### src/source/xbar_pkg.sv
`default_nettype none

package xbar_pkg;

	// crossbar shape, fixed for the whole design
	localparam int XBAR_N_IN    = 16;
	localparam int XBAR_N_OUT   = 8;                  // power of two only
	localparam int XBAR_N_HALF  = XBAR_N_IN / 2;
	localparam int XBAR_LEVELS  = $clog2(XBAR_N_OUT);

	// in reg + tree levels + out reg, then column select and merge
	localparam int XBAR_LATENCY = XBAR_LEVELS + 3;

	// one-hot routing command
	// flat bit (n * XBAR_N_OUT + o) set when input n drives output o
	typedef union packed {
		logic [XBAR_N_IN*XBAR_N_OUT-1:0]      flat;
		logic [XBAR_N_IN-1:0][XBAR_N_OUT-1:0] by_input;  // per-input output mask
	} xbar_cmd_u;

endpackage

`default_nettype wire

### src/source/xbar_cmd_tree.sv
`timescale 1ns/1ps
`default_nettype none

module xbar_cmd_tree
	import xbar_pkg::*;
(
	input  logic                  clk,
	input  logic                  i_arst_n,
	input  logic                  i_en,
	input  logic [XBAR_N_OUT-1:0] i_mask,
	output logic [XBAR_N_OUT-1:0] o_sel
);

	genvar l;

	generate
		for (l = 0; l < XBAR_LEVELS; l++)
		begin : g_lvl
			localparam int PARTS = 1 << l;
			localparam int WIDTH = XBAR_N_OUT >> l;   // bits per part

			logic [PARTS-1:0][WIDTH-1:0] part_q;

			if (l == 0)
			begin : g_first
				always_ff @(posedge clk or negedge i_arst_n)
				begin
					if (!i_arst_n)
						part_q <= '0;
					else if (!i_en)
						part_q <= '0;
					else
						part_q[0] <= i_mask;   // whole mask
				end
			end
			else
			begin : g_split
				// lower and upper half of each parent part
				always_ff @(posedge clk or negedge i_arst_n)
				begin
					if (!i_arst_n)
						part_q <= '0;
					else if (!i_en)
						part_q <= '0;
					else
					begin
						for (int j = 0; j < PARTS / 2; j++)
						begin
							part_q[2*j]   <= g_lvl[l-1].part_q[j][WIDTH-1:0];
							part_q[2*j+1] <= g_lvl[l-1].part_q[j][2*WIDTH-1:WIDTH];
						end
					end
				end
			end
		end
	endgenerate

	// last split gives single bits, one per output
	always_ff @(posedge clk or negedge i_arst_n)
	begin
		if (!i_arst_n)
			o_sel <= '0;
		else if (!i_en)
			o_sel <= '0;
		else
		begin
			for (int j = 0; j < XBAR_N_OUT / 2; j++)
			begin
				o_sel[2*j]   <= g_lvl[XBAR_LEVELS-1].part_q[j][0];
				o_sel[2*j+1] <= g_lvl[XBAR_LEVELS-1].part_q[j][1];
			end
		end
	end

endmodule

`default_nettype wire

### src/source/xbar_column_select.sv
`timescale 1ns/1ps
`default_nettype none

module xbar_column_select
	import xbar_pkg::*;
#(
	parameter int DATA_WIDTH = 32
)(
	input  logic                                   clk,
	input  logic                                   i_arst_n,
	input  logic                                   i_en,
	input  logic [XBAR_N_HALF-1:0]                 i_valid,
	input  logic [XBAR_N_HALF-1:0][DATA_WIDTH-1:0] i_data,
	input  logic [XBAR_N_HALF-1:0]                 i_sel,
	output logic                                   o_valid,
	output logic [DATA_WIDTH-1:0]                  o_data
);

	logic                  sel_onehot;
	logic                  sel_valid;
	logic [DATA_WIDTH-1:0] sel_data;

	// exactly one bit set
	assign sel_onehot = (i_sel != '0) && ((i_sel & (i_sel - 1'b1)) == '0);

	// or-mux, only meaningful when the selector is one-hot
	always_comb
	begin
		sel_valid = 1'b0;
		sel_data  = '0;
		for (int k = 0; k < XBAR_N_HALF; k++)
		begin
			if (i_sel[k] && i_valid[k])
			begin
				sel_valid = 1'b1;
				sel_data  = sel_data | i_data[k];
			end
		end
	end

	always_ff @(posedge clk or negedge i_arst_n)
	begin
		if (!i_arst_n)
		begin
			o_valid <= 1'b0;
			o_data  <= '0;
		end
		else if (!i_en || !sel_onehot)   // disabled or bad column
		begin
			o_valid <= 1'b0;
			o_data  <= '0;
		end
		else
		begin
			o_valid <= sel_valid;
			o_data  <= sel_data;
		end
	end

	a_idle_data_zero: assert property (@(posedge clk) disable iff (!i_arst_n)
		!o_valid |-> o_data == '0);

endmodule

`default_nettype wire

### src/source/xbar_fanout_tree.sv
`timescale 1ns/1ps
`default_nettype none

module xbar_fanout_tree
	import xbar_pkg::*;
#(
	parameter int DATA_WIDTH = 32
)(
	input  logic                                  clk,
	input  logic                                  i_arst_n,
	input  logic                                  i_en,
	input  logic                                  i_valid,
	input  logic [DATA_WIDTH-1:0]                 i_data,
	output logic [XBAR_N_OUT-1:0]                 o_valid,
	output logic [XBAR_N_OUT-1:0][DATA_WIDTH-1:0] o_data
);

	genvar l, k;

	generate
		for (l = 0; l < XBAR_LEVELS; l++)
		begin : g_lvl
			localparam int COPIES = 1 << l;   // copies held at this level

			logic [COPIES-1:0]                 valid_q;
			logic [COPIES-1:0][DATA_WIDTH-1:0] data_q;

			if (l == 0)
			begin : g_first
				// only valid payload enters the tree
				always_ff @(posedge clk or negedge i_arst_n)
				begin
					if (!i_arst_n)
					begin
						valid_q <= '0;
						data_q  <= '0;
					end
					else if (!i_en)
					begin
						valid_q <= '0;
						data_q  <= '0;
					end
					else
					begin
						valid_q <= i_valid;
						data_q  <= i_valid ? i_data : '0;
					end
				end
			end
			else
			begin : g_double
				always_ff @(posedge clk or negedge i_arst_n)
				begin
					if (!i_arst_n)
					begin
						valid_q <= '0;
						data_q  <= '0;
					end
					else if (!i_en)
					begin
						valid_q <= '0;
						data_q  <= '0;
					end
					else
					begin
						valid_q <= {2{g_lvl[l-1].valid_q}};   // each copy feeds two
						data_q  <= {2{g_lvl[l-1].data_q}};
					end
				end
			end
		end
	endgenerate

	// last doubling lands in the output register
	always_ff @(posedge clk or negedge i_arst_n)
	begin
		if (!i_arst_n)
		begin
			o_valid <= '0;
			o_data  <= '0;
		end
		else if (!i_en)
		begin
			o_valid <= '0;
			o_data  <= '0;
		end
		else
		begin
			o_valid <= {2{g_lvl[XBAR_LEVELS-1].valid_q}};
			o_data  <= {2{g_lvl[XBAR_LEVELS-1].data_q}};
		end
	end

	generate
		for (k = 0; k < XBAR_N_OUT; k++)
		begin : g_chk
			a_idle_copy_zero: assert property (@(posedge clk) disable iff (!i_arst_n)
				!o_valid[k] |-> o_data[k] == '0);
		end
	endgenerate

endmodule

`default_nettype wire

### src/source/xbar_half_merge.sv
`timescale 1ns/1ps
`default_nettype none

module xbar_half_merge
	import xbar_pkg::*;
#(
	parameter int DATA_WIDTH = 32
)(
	input  logic                                  clk,
	input  logic                                  i_arst_n,
	input  logic                                  i_en,
	input  logic [XBAR_N_OUT-1:0]                 i_valid_lo,
	input  logic [XBAR_N_OUT-1:0]                 i_valid_hi,
	input  logic [XBAR_N_OUT-1:0][DATA_WIDTH-1:0] i_data_lo,
	input  logic [XBAR_N_OUT-1:0][DATA_WIDTH-1:0] i_data_hi,
	output logic [XBAR_N_OUT-1:0]                 o_valid,
	output logic [XBAR_N_OUT-1:0][DATA_WIDTH-1:0] o_data
);

	genvar o;

	always_ff @(posedge clk or negedge i_arst_n)
	begin
		if (!i_arst_n)
		begin
			o_valid <= '0;
			o_data  <= '0;
		end
		else if (!i_en)
		begin
			o_valid <= '0;
			o_data  <= '0;
		end
		else
		begin
			for (int k = 0; k < XBAR_N_OUT; k++)
			begin
				case ({i_valid_hi[k], i_valid_lo[k]})
					2'b01:
					begin
						o_valid[k] <= 1'b1;
						o_data[k]  <= i_data_lo[k];
					end
					2'b10:
					begin
						o_valid[k] <= 1'b1;
						o_data[k]  <= i_data_hi[k];
					end
					default:   // collision or nothing routed
					begin
						o_valid[k] <= 1'b0;
						o_data[k]  <= '0;
					end
				endcase
			end
		end
	end

	generate
		for (o = 0; o < XBAR_N_OUT; o++)
		begin : g_chk
			a_no_collision_out: assert property (@(posedge clk) disable iff (!i_arst_n)
				i_valid_lo[o] && i_valid_hi[o] |=> !o_valid[o]);
		end
	endgenerate

endmodule

`default_nettype wire

### src/source/xbar_top.sv
`timescale 1ns/1ps
`default_nettype none

module xbar_top
	import xbar_pkg::*;
#(
	parameter int DATA_WIDTH = 32
)(
	input  logic                                  clk,
	input  logic                                  i_arst_n,
	input  logic                                  i_en,
	input  logic [XBAR_N_IN-1:0]                  i_valid,
	input  logic [XBAR_N_IN-1:0][DATA_WIDTH-1:0]  i_data,
	input  xbar_cmd_u                             i_cmd,
	output logic [XBAR_N_OUT-1:0]                 o_valid,
	output logic [XBAR_N_OUT-1:0][DATA_WIDTH-1:0] o_data
);

	// tree outputs, indexed [input][output]
	logic [XBAR_N_IN-1:0][XBAR_N_OUT-1:0]                 fan_valid;
	logic [XBAR_N_IN-1:0][XBAR_N_OUT-1:0][DATA_WIDTH-1:0] fan_data;
	logic [XBAR_N_IN-1:0][XBAR_N_OUT-1:0]                 cmd_sel;

	// column results, indexed [half][output]
	logic [1:0][XBAR_N_OUT-1:0]                 half_valid;
	logic [1:0][XBAR_N_OUT-1:0][DATA_WIDTH-1:0] half_data;

	genvar n, h, o, k;

	generate
		for (n = 0; n < XBAR_N_IN; n++)
		begin : g_in
			xbar_fanout_tree #(
				.DATA_WIDTH(DATA_WIDTH)
			) i_fanout (
				.clk      (clk),
				.i_arst_n (i_arst_n),
				.i_en     (i_en),
				.i_valid  (i_valid[n]),
				.i_data   (i_data[n]),
				.o_valid  (fan_valid[n]),
				.o_data   (fan_data[n])
			);

			xbar_cmd_tree i_cmd_tree (
				.clk      (clk),
				.i_arst_n (i_arst_n),
				.i_en     (i_en),
				.i_mask   (i_cmd.by_input[n]),
				.o_sel    (cmd_sel[n])
			);
		end

		for (h = 0; h < 2; h++)
		begin : g_half
			for (o = 0; o < XBAR_N_OUT; o++)
			begin : g_col
				logic [XBAR_N_HALF-1:0]                 col_valid;
				logic [XBAR_N_HALF-1:0][DATA_WIDTH-1:0] col_data;
				logic [XBAR_N_HALF-1:0]                 col_sel;

				// transpose: copy o of every input in this half
				for (k = 0; k < XBAR_N_HALF; k++)
				begin : g_tr
					assign col_valid[k] = fan_valid[h*XBAR_N_HALF+k][o];
					assign col_data[k]  = fan_data[h*XBAR_N_HALF+k][o];
					assign col_sel[k]   = cmd_sel[h*XBAR_N_HALF+k][o];
				end

				xbar_column_select #(
					.DATA_WIDTH(DATA_WIDTH)
				) i_col (
					.clk      (clk),
					.i_arst_n (i_arst_n),
					.i_en     (i_en),
					.i_valid  (col_valid),
					.i_data   (col_data),
					.i_sel    (col_sel),
					.o_valid  (half_valid[h][o]),
					.o_data   (half_data[h][o])
				);
			end
		end
	endgenerate

	xbar_half_merge #(
		.DATA_WIDTH(DATA_WIDTH)
	) i_merge (
		.clk        (clk),
		.i_arst_n   (i_arst_n),
		.i_en       (i_en),
		.i_valid_lo (half_valid[0]),
		.i_valid_hi (half_valid[1]),
		.i_data_lo  (half_data[0]),
		.i_data_hi  (half_data[1]),
		.o_valid    (o_valid),
		.o_data     (o_data)
	);

endmodule

`default_nettype wire
### config.mk
export PLATFORM = sky130hd
export DESIGN_NAME = xbar_top
export DESIGN_NICKNAME = d
export VERILOG_FILES = /design/src/source/xbar_pkg.sv /design/src/source/xbar_cmd_tree.sv /design/src/source/xbar_column_select.sv /design/src/source/xbar_fanout_tree.sv /design/src/source/xbar_half_merge.sv /design/src/source/xbar_top.sv
export SDC_FILE = /design/constraint.sdc
export NUM_CORES = 2
export LEC_CHECK = 0
export BUFFER_PORTS_ARGS = -buffer_cell sky130_fd_sc_hd__buf_2
export CAP_MARGIN = 10
export CORE_AREA = 2 2 582 584
export CTS_CLUSTER_SIZE = 12
export DETAILED_ROUTE_END_ITERATION = 8
export DIE_AREA = 0 0 584 586
export PLACE_DENSITY = 0.65
export SLEW_MARGIN = 30
export SYNTH_ARGS = -nofsm -noshare
export SYNTH_HDL_FRONTEND = slang
export SYNTH_SLANG_ARGS = --single-unit
### constraint.sdc
create_clock -name clk -period 2.8 [get_ports clk]
set_clock_uncertainty 0.05 [all_clocks]
set_input_delay 0.28 -clock clk [delete_from_list [all_inputs] [get_ports clk]]
set_output_delay 0.28 -clock clk [all_outputs]
set_load 0.02 [all_outputs]
==> summary by stage <==
Finish
The post-route netlist has 16.5% of its cells at a drive strength greater than 1. Summing all non-filler instances in the final layout gives an area of 170000 µm². The filler cell count in the final layout is 27700. Relative to the synthesized area, the layout overhead comes to 26.9%. At the end of the flow, the number of nets in the layout was 13300.

Power and ir drop
In this run the power density over the cells is 626 nW/µm². In this run the static leakage power is 79.1 nW. The maximum vdd ir drop is 500 µV.

Yosys
The share of Yosys cell area claimed by the top area cell type is 63.9%. The most common cell in the synthesized netlist is dfrtp_1. The register area share after synthesis is 63.9%. The share of flip-flops with an asynchronous set or reset is 100%. The number of flip-flops and latches in the synthesized netlist is 3416. The mean instance size in the synthesized netlist is 12.1 µm².

Counting flops with a built-in enable in the synthesized netlist gives 0. Ranked by instance count, the synthesized netlist is headed by dfrtp_1, and2_1, a22oi_1. The unique cell type count in the Yosys netlist is 28.

The total number of yosys warnings is 0. The synthesized cell area is 134000 µm². Counting every instance in the synthesized netlist gives 11000. The net count of the mapped netlist is 11700. By area the synthesized netlist is led by dfrtp_1, and2_1, a22oi_1. The most used flip-flop cell after synthesis is dfrtp_1.

The cell type contributing the most total cell area after synthesis is dfrtp_1.

Worst setup path
For this run, the slowest stage of the critical path takes 830 ps. The capturing instance or port of the critical path is g_half[0].g_col[0].i_col.o_data[24]. Walking the worst path, the cells encountered are and2_1 > buf_12 > a22o_1 > a221oi_1 > a31oi_1.

Together, buffers and inverters on the worst path number 1. In this run the worst setup path begins at g_in[1].i_fanout.o_valid[6]. The minimum setup slack among reg-to-reg paths is 90 ps.

The required time of the worst setup path is 3570 ps. For the worst setup path, the data arrival time is 3480 ps. STA classifies the critical path startpoint as a register.

The beginning of the worst register-to-register path is g_in[1].i_fanout.o_valid[6]. The critical path runs through a total of 5 cells. In this run the critical register-to-register path is captured at g_half[0].g_col[0].i_col.o_data[24].

For the worst flop-to-flop path, the logic depth is 5. The critical path capture point type is a register. The worst setup path category is register to register. Of all nets on the critical path, the largest fanout is 33.

The kind of cell with the highest combined delay along the critical path is compound AO/OA/AOI/OAI gates. On the critical path, the stage with the largest delay is an instance of a221oi_1.

CTS
The total clock sinks is 3416. The number of levels the H-tree was split into is 5. The cell sitting at the root of the clock tree is a clkbuf_16. The CTS buffer count is 372. TritonCTS built the clock tree. No sink is reached through more buffers than the 4 on the longest clock path. The clock-pin slew on the worst setup and hold paths is 60 ps. The source-to-sink clock delay at the later pin of the worst-skew pair is 1010 ps.

Timing
Setup violations remaining at the end of the flow were counted as 0. Setup repair after global routing left no endpoint under its margin. The post-route minimum period is 2710 ps. The final clock period utilization by the worst path is 96.8%. The hold violation total from the final report is 0. Across all hold checks on the routed design, the worst slack comes to 27.4 ps. For the pin with the worst max-slew slack, the measured transition is 1130 ps. The upper clock frequency limit is 369 MHz.

The final count of pins violating max slew is 0. Summed over all failing endpoints, the final setup total negative slack is 0 ps. Measured against its own limit, the worst slew margin works out to 24.5%.

Global route
Global routing consumed, over all layers together, 41.0% of the routing resources. The met3 layer usage reported by global route is 15.7%. After global routing the overflow that remains totals 0.

The global-route wire length before repair is 957000 µm. The maximum number of pins on one net before global-route repair is 298. For met1 alone, demand over resource in global routing was 53.3%. The via count of the first global-routing pass came to 110000. For met2 alone, demand over resource in global routing was 56.7%. The layer flagged by global routing as most heavily used is met2. The initial antenna violation count is 121.

Flow run
The max-cap violation count is 0.

Floorplan
The die covers 342000 µm². The core footprint is 336000 µm². Once the floorplan was initialized, standard cells occupied 39.8% of the core. The number of top-level pins is 923.

From left edge to right edge, the die measures 584 µm. The die is 586 µm tall. Row generation in the floorplan step produced 213 rows.

Drt
The detailed-route vias per instance is 6.25. The first-pass iteration count of the detailed router is 9. The average wire per standard cell is 40.9 µm. Summing over every cut layer, the via total after detailed routing is 109000.

The detailed-route wire length is 713000 µm. The remaining number of nets flagged by the antenna check after routing is 0. The count of routing violations after the opening detailed-route iteration is 15700. In the routed design, unresolved DRC markers number 8.

Placement
Summing all placed instances gives a cell area of 145000 µm². The HPWL reported at the end of detailed placement is 478000 µm. The count of input and output buffers is 922.

At the end of routability-driven placement, the weighted congestion stood at 1.04.

Min path
The path class of the tightest hold or removal check is input pin to register.

Outcome
The checks that failed: DRC. The run finished, with violations left.
-- layout make-up --
type	instances	area, µm²	area share (%)
flip-flops and latches	3416	85500	50.3
clock buffers	504	10400	6.11
inverters	24	90.1	0.0531
well taps	4407	5510	3.25
repair buffers	2740	24000	14.1
clock inverters	104	1690	0.997
diodes	128	320	0.189
multi-input cells	6104	42400	24.9
-- worst min path at each step --
stage / startpoint / to / slack, ps / depth (start not counted)
6_report: i_cmd[121] / g_in[15].i_cmd_tree.g_lvl[0].part_q[1] / 30 / 3
3_3_place_gp: i_arst_n / g_in[5].i_fanout.g_lvl[2].data_q[8] / 280 / 1
2_1_floorplan: i_arst_n / g_half[0].g_col[0].i_col.o_data[0] / -70 / 0
3_5_place_dp: i_arst_n / g_in[5].i_fanout.g_lvl[2].data_q[8] / 250 / 1
4_1_cts: i_cmd[77] / g_in[9].i_cmd_tree.g_lvl[0].part_q[5] / 0.04 / 3
5_1_grt: i_cmd[125] / g_in[15].i_cmd_tree.g_lvl[0].part_q[5] / 30 / 3
-- state kept, by name (all words and copies together), names as in the netlist --
signal	count
i_merge.o_valid	8
g_half.g_col.i_col.o_data	512
i_merge.o_data	256
g_in.i_cmd_tree.o_sel	128
g_in.i_fanout.g_lvl.data_q	1536
g_in.i_fanout.g_lvl.valid_q	48
g_in.i_fanout.o_data	512
g_in.i_fanout.o_valid	16
g_in.i_cmd_tree.g_lvl.part_q	384
g_half.g_col.i_col.o_valid	16
-- routing by layer --
| metal | routed length [µm] | vias to the layer above | part of all wire, % |
|---|---|---|---|
| li1 | - | 42400 | - |
| met3 | 83300 | 2052 | 12 |
| met2 | 290000 | 7710 | 41 |
| met1 | 282000 | 56700 | 40 |
| met4 | 56700 | 64 | 8.0 |
| met5 | 451 | - | 0.063 |
-- kinds of logic after synthesis --
family / share of synthesized area, %
DFF: 63.9
and+or+nand+nor: 14.3
AOI/OAI and AO/OA: 17.0
buffers and inverters: 4.52
adders and majority gates: 0.269
-- where the power goes --
part / total, mW / internal (mW) / switching, mW
Clock: 49.9 / 28.7 / 21.1
Combinational: 5.30 / 2.36 / 2.94
Sequential: 51.1 / 50.3 / 0.779
-- per-stage QoR --
| stage | cells | power, mW | util [%] | setup slack, ps |
|---|---|---|---|---|
| floorplan | 11000 | 52.9 | - | 858 |
| global placement | 15400 | 55.7 | 43.0 | 146 |
| detailed placement | 15400 | 55.8 | 43.0 | 309 |
| CTS | 17300 | 106 | 50.5 | 251 |
| global route | 17300 | 109 | 50.5 | 100 |
| finish | 17400 | 106 | 50.6 | 89.2 |
-- worst reg2reg max path, cell delays in order (launching register included) --
cell	delay (ps)
dfrtp_1	590
and2_1	280
buf_12	170
a22o_1	430
a221oi_1	830
a31oi_1	230
-- timing repair --
item                                   4_1_cts  5_1_grt
resized for setup                            0        0
hold buffers                              1283        0
setup buffers                                0        0
endpoints found under the hold margin     1685        0
-- cells in the final DEF, fill, tap and decap left out, types with 17 or more instances in the layout --
master,count
clkinv_2,26
and2_2,72
and2_1,2168
clkbuf_1,79
clkbuf_16,376
or3_1,17
a22o_1,512
o21ai_0,17
a22oi_1,1280
dfrtp_1,3411
bufinv_16,30
diode_2,128
clkbuf_8,49
buf_12,195
inv_1,24
buf_2,920
a31oi_1,512
nor2_1,287
dlygate4sd3_1,1282
nand2b_1,36
buf_4,339
nor4_1,32
and3_1,512
a221oi_1,512
No activity file was read; power rests on OpenSTA's default activity.
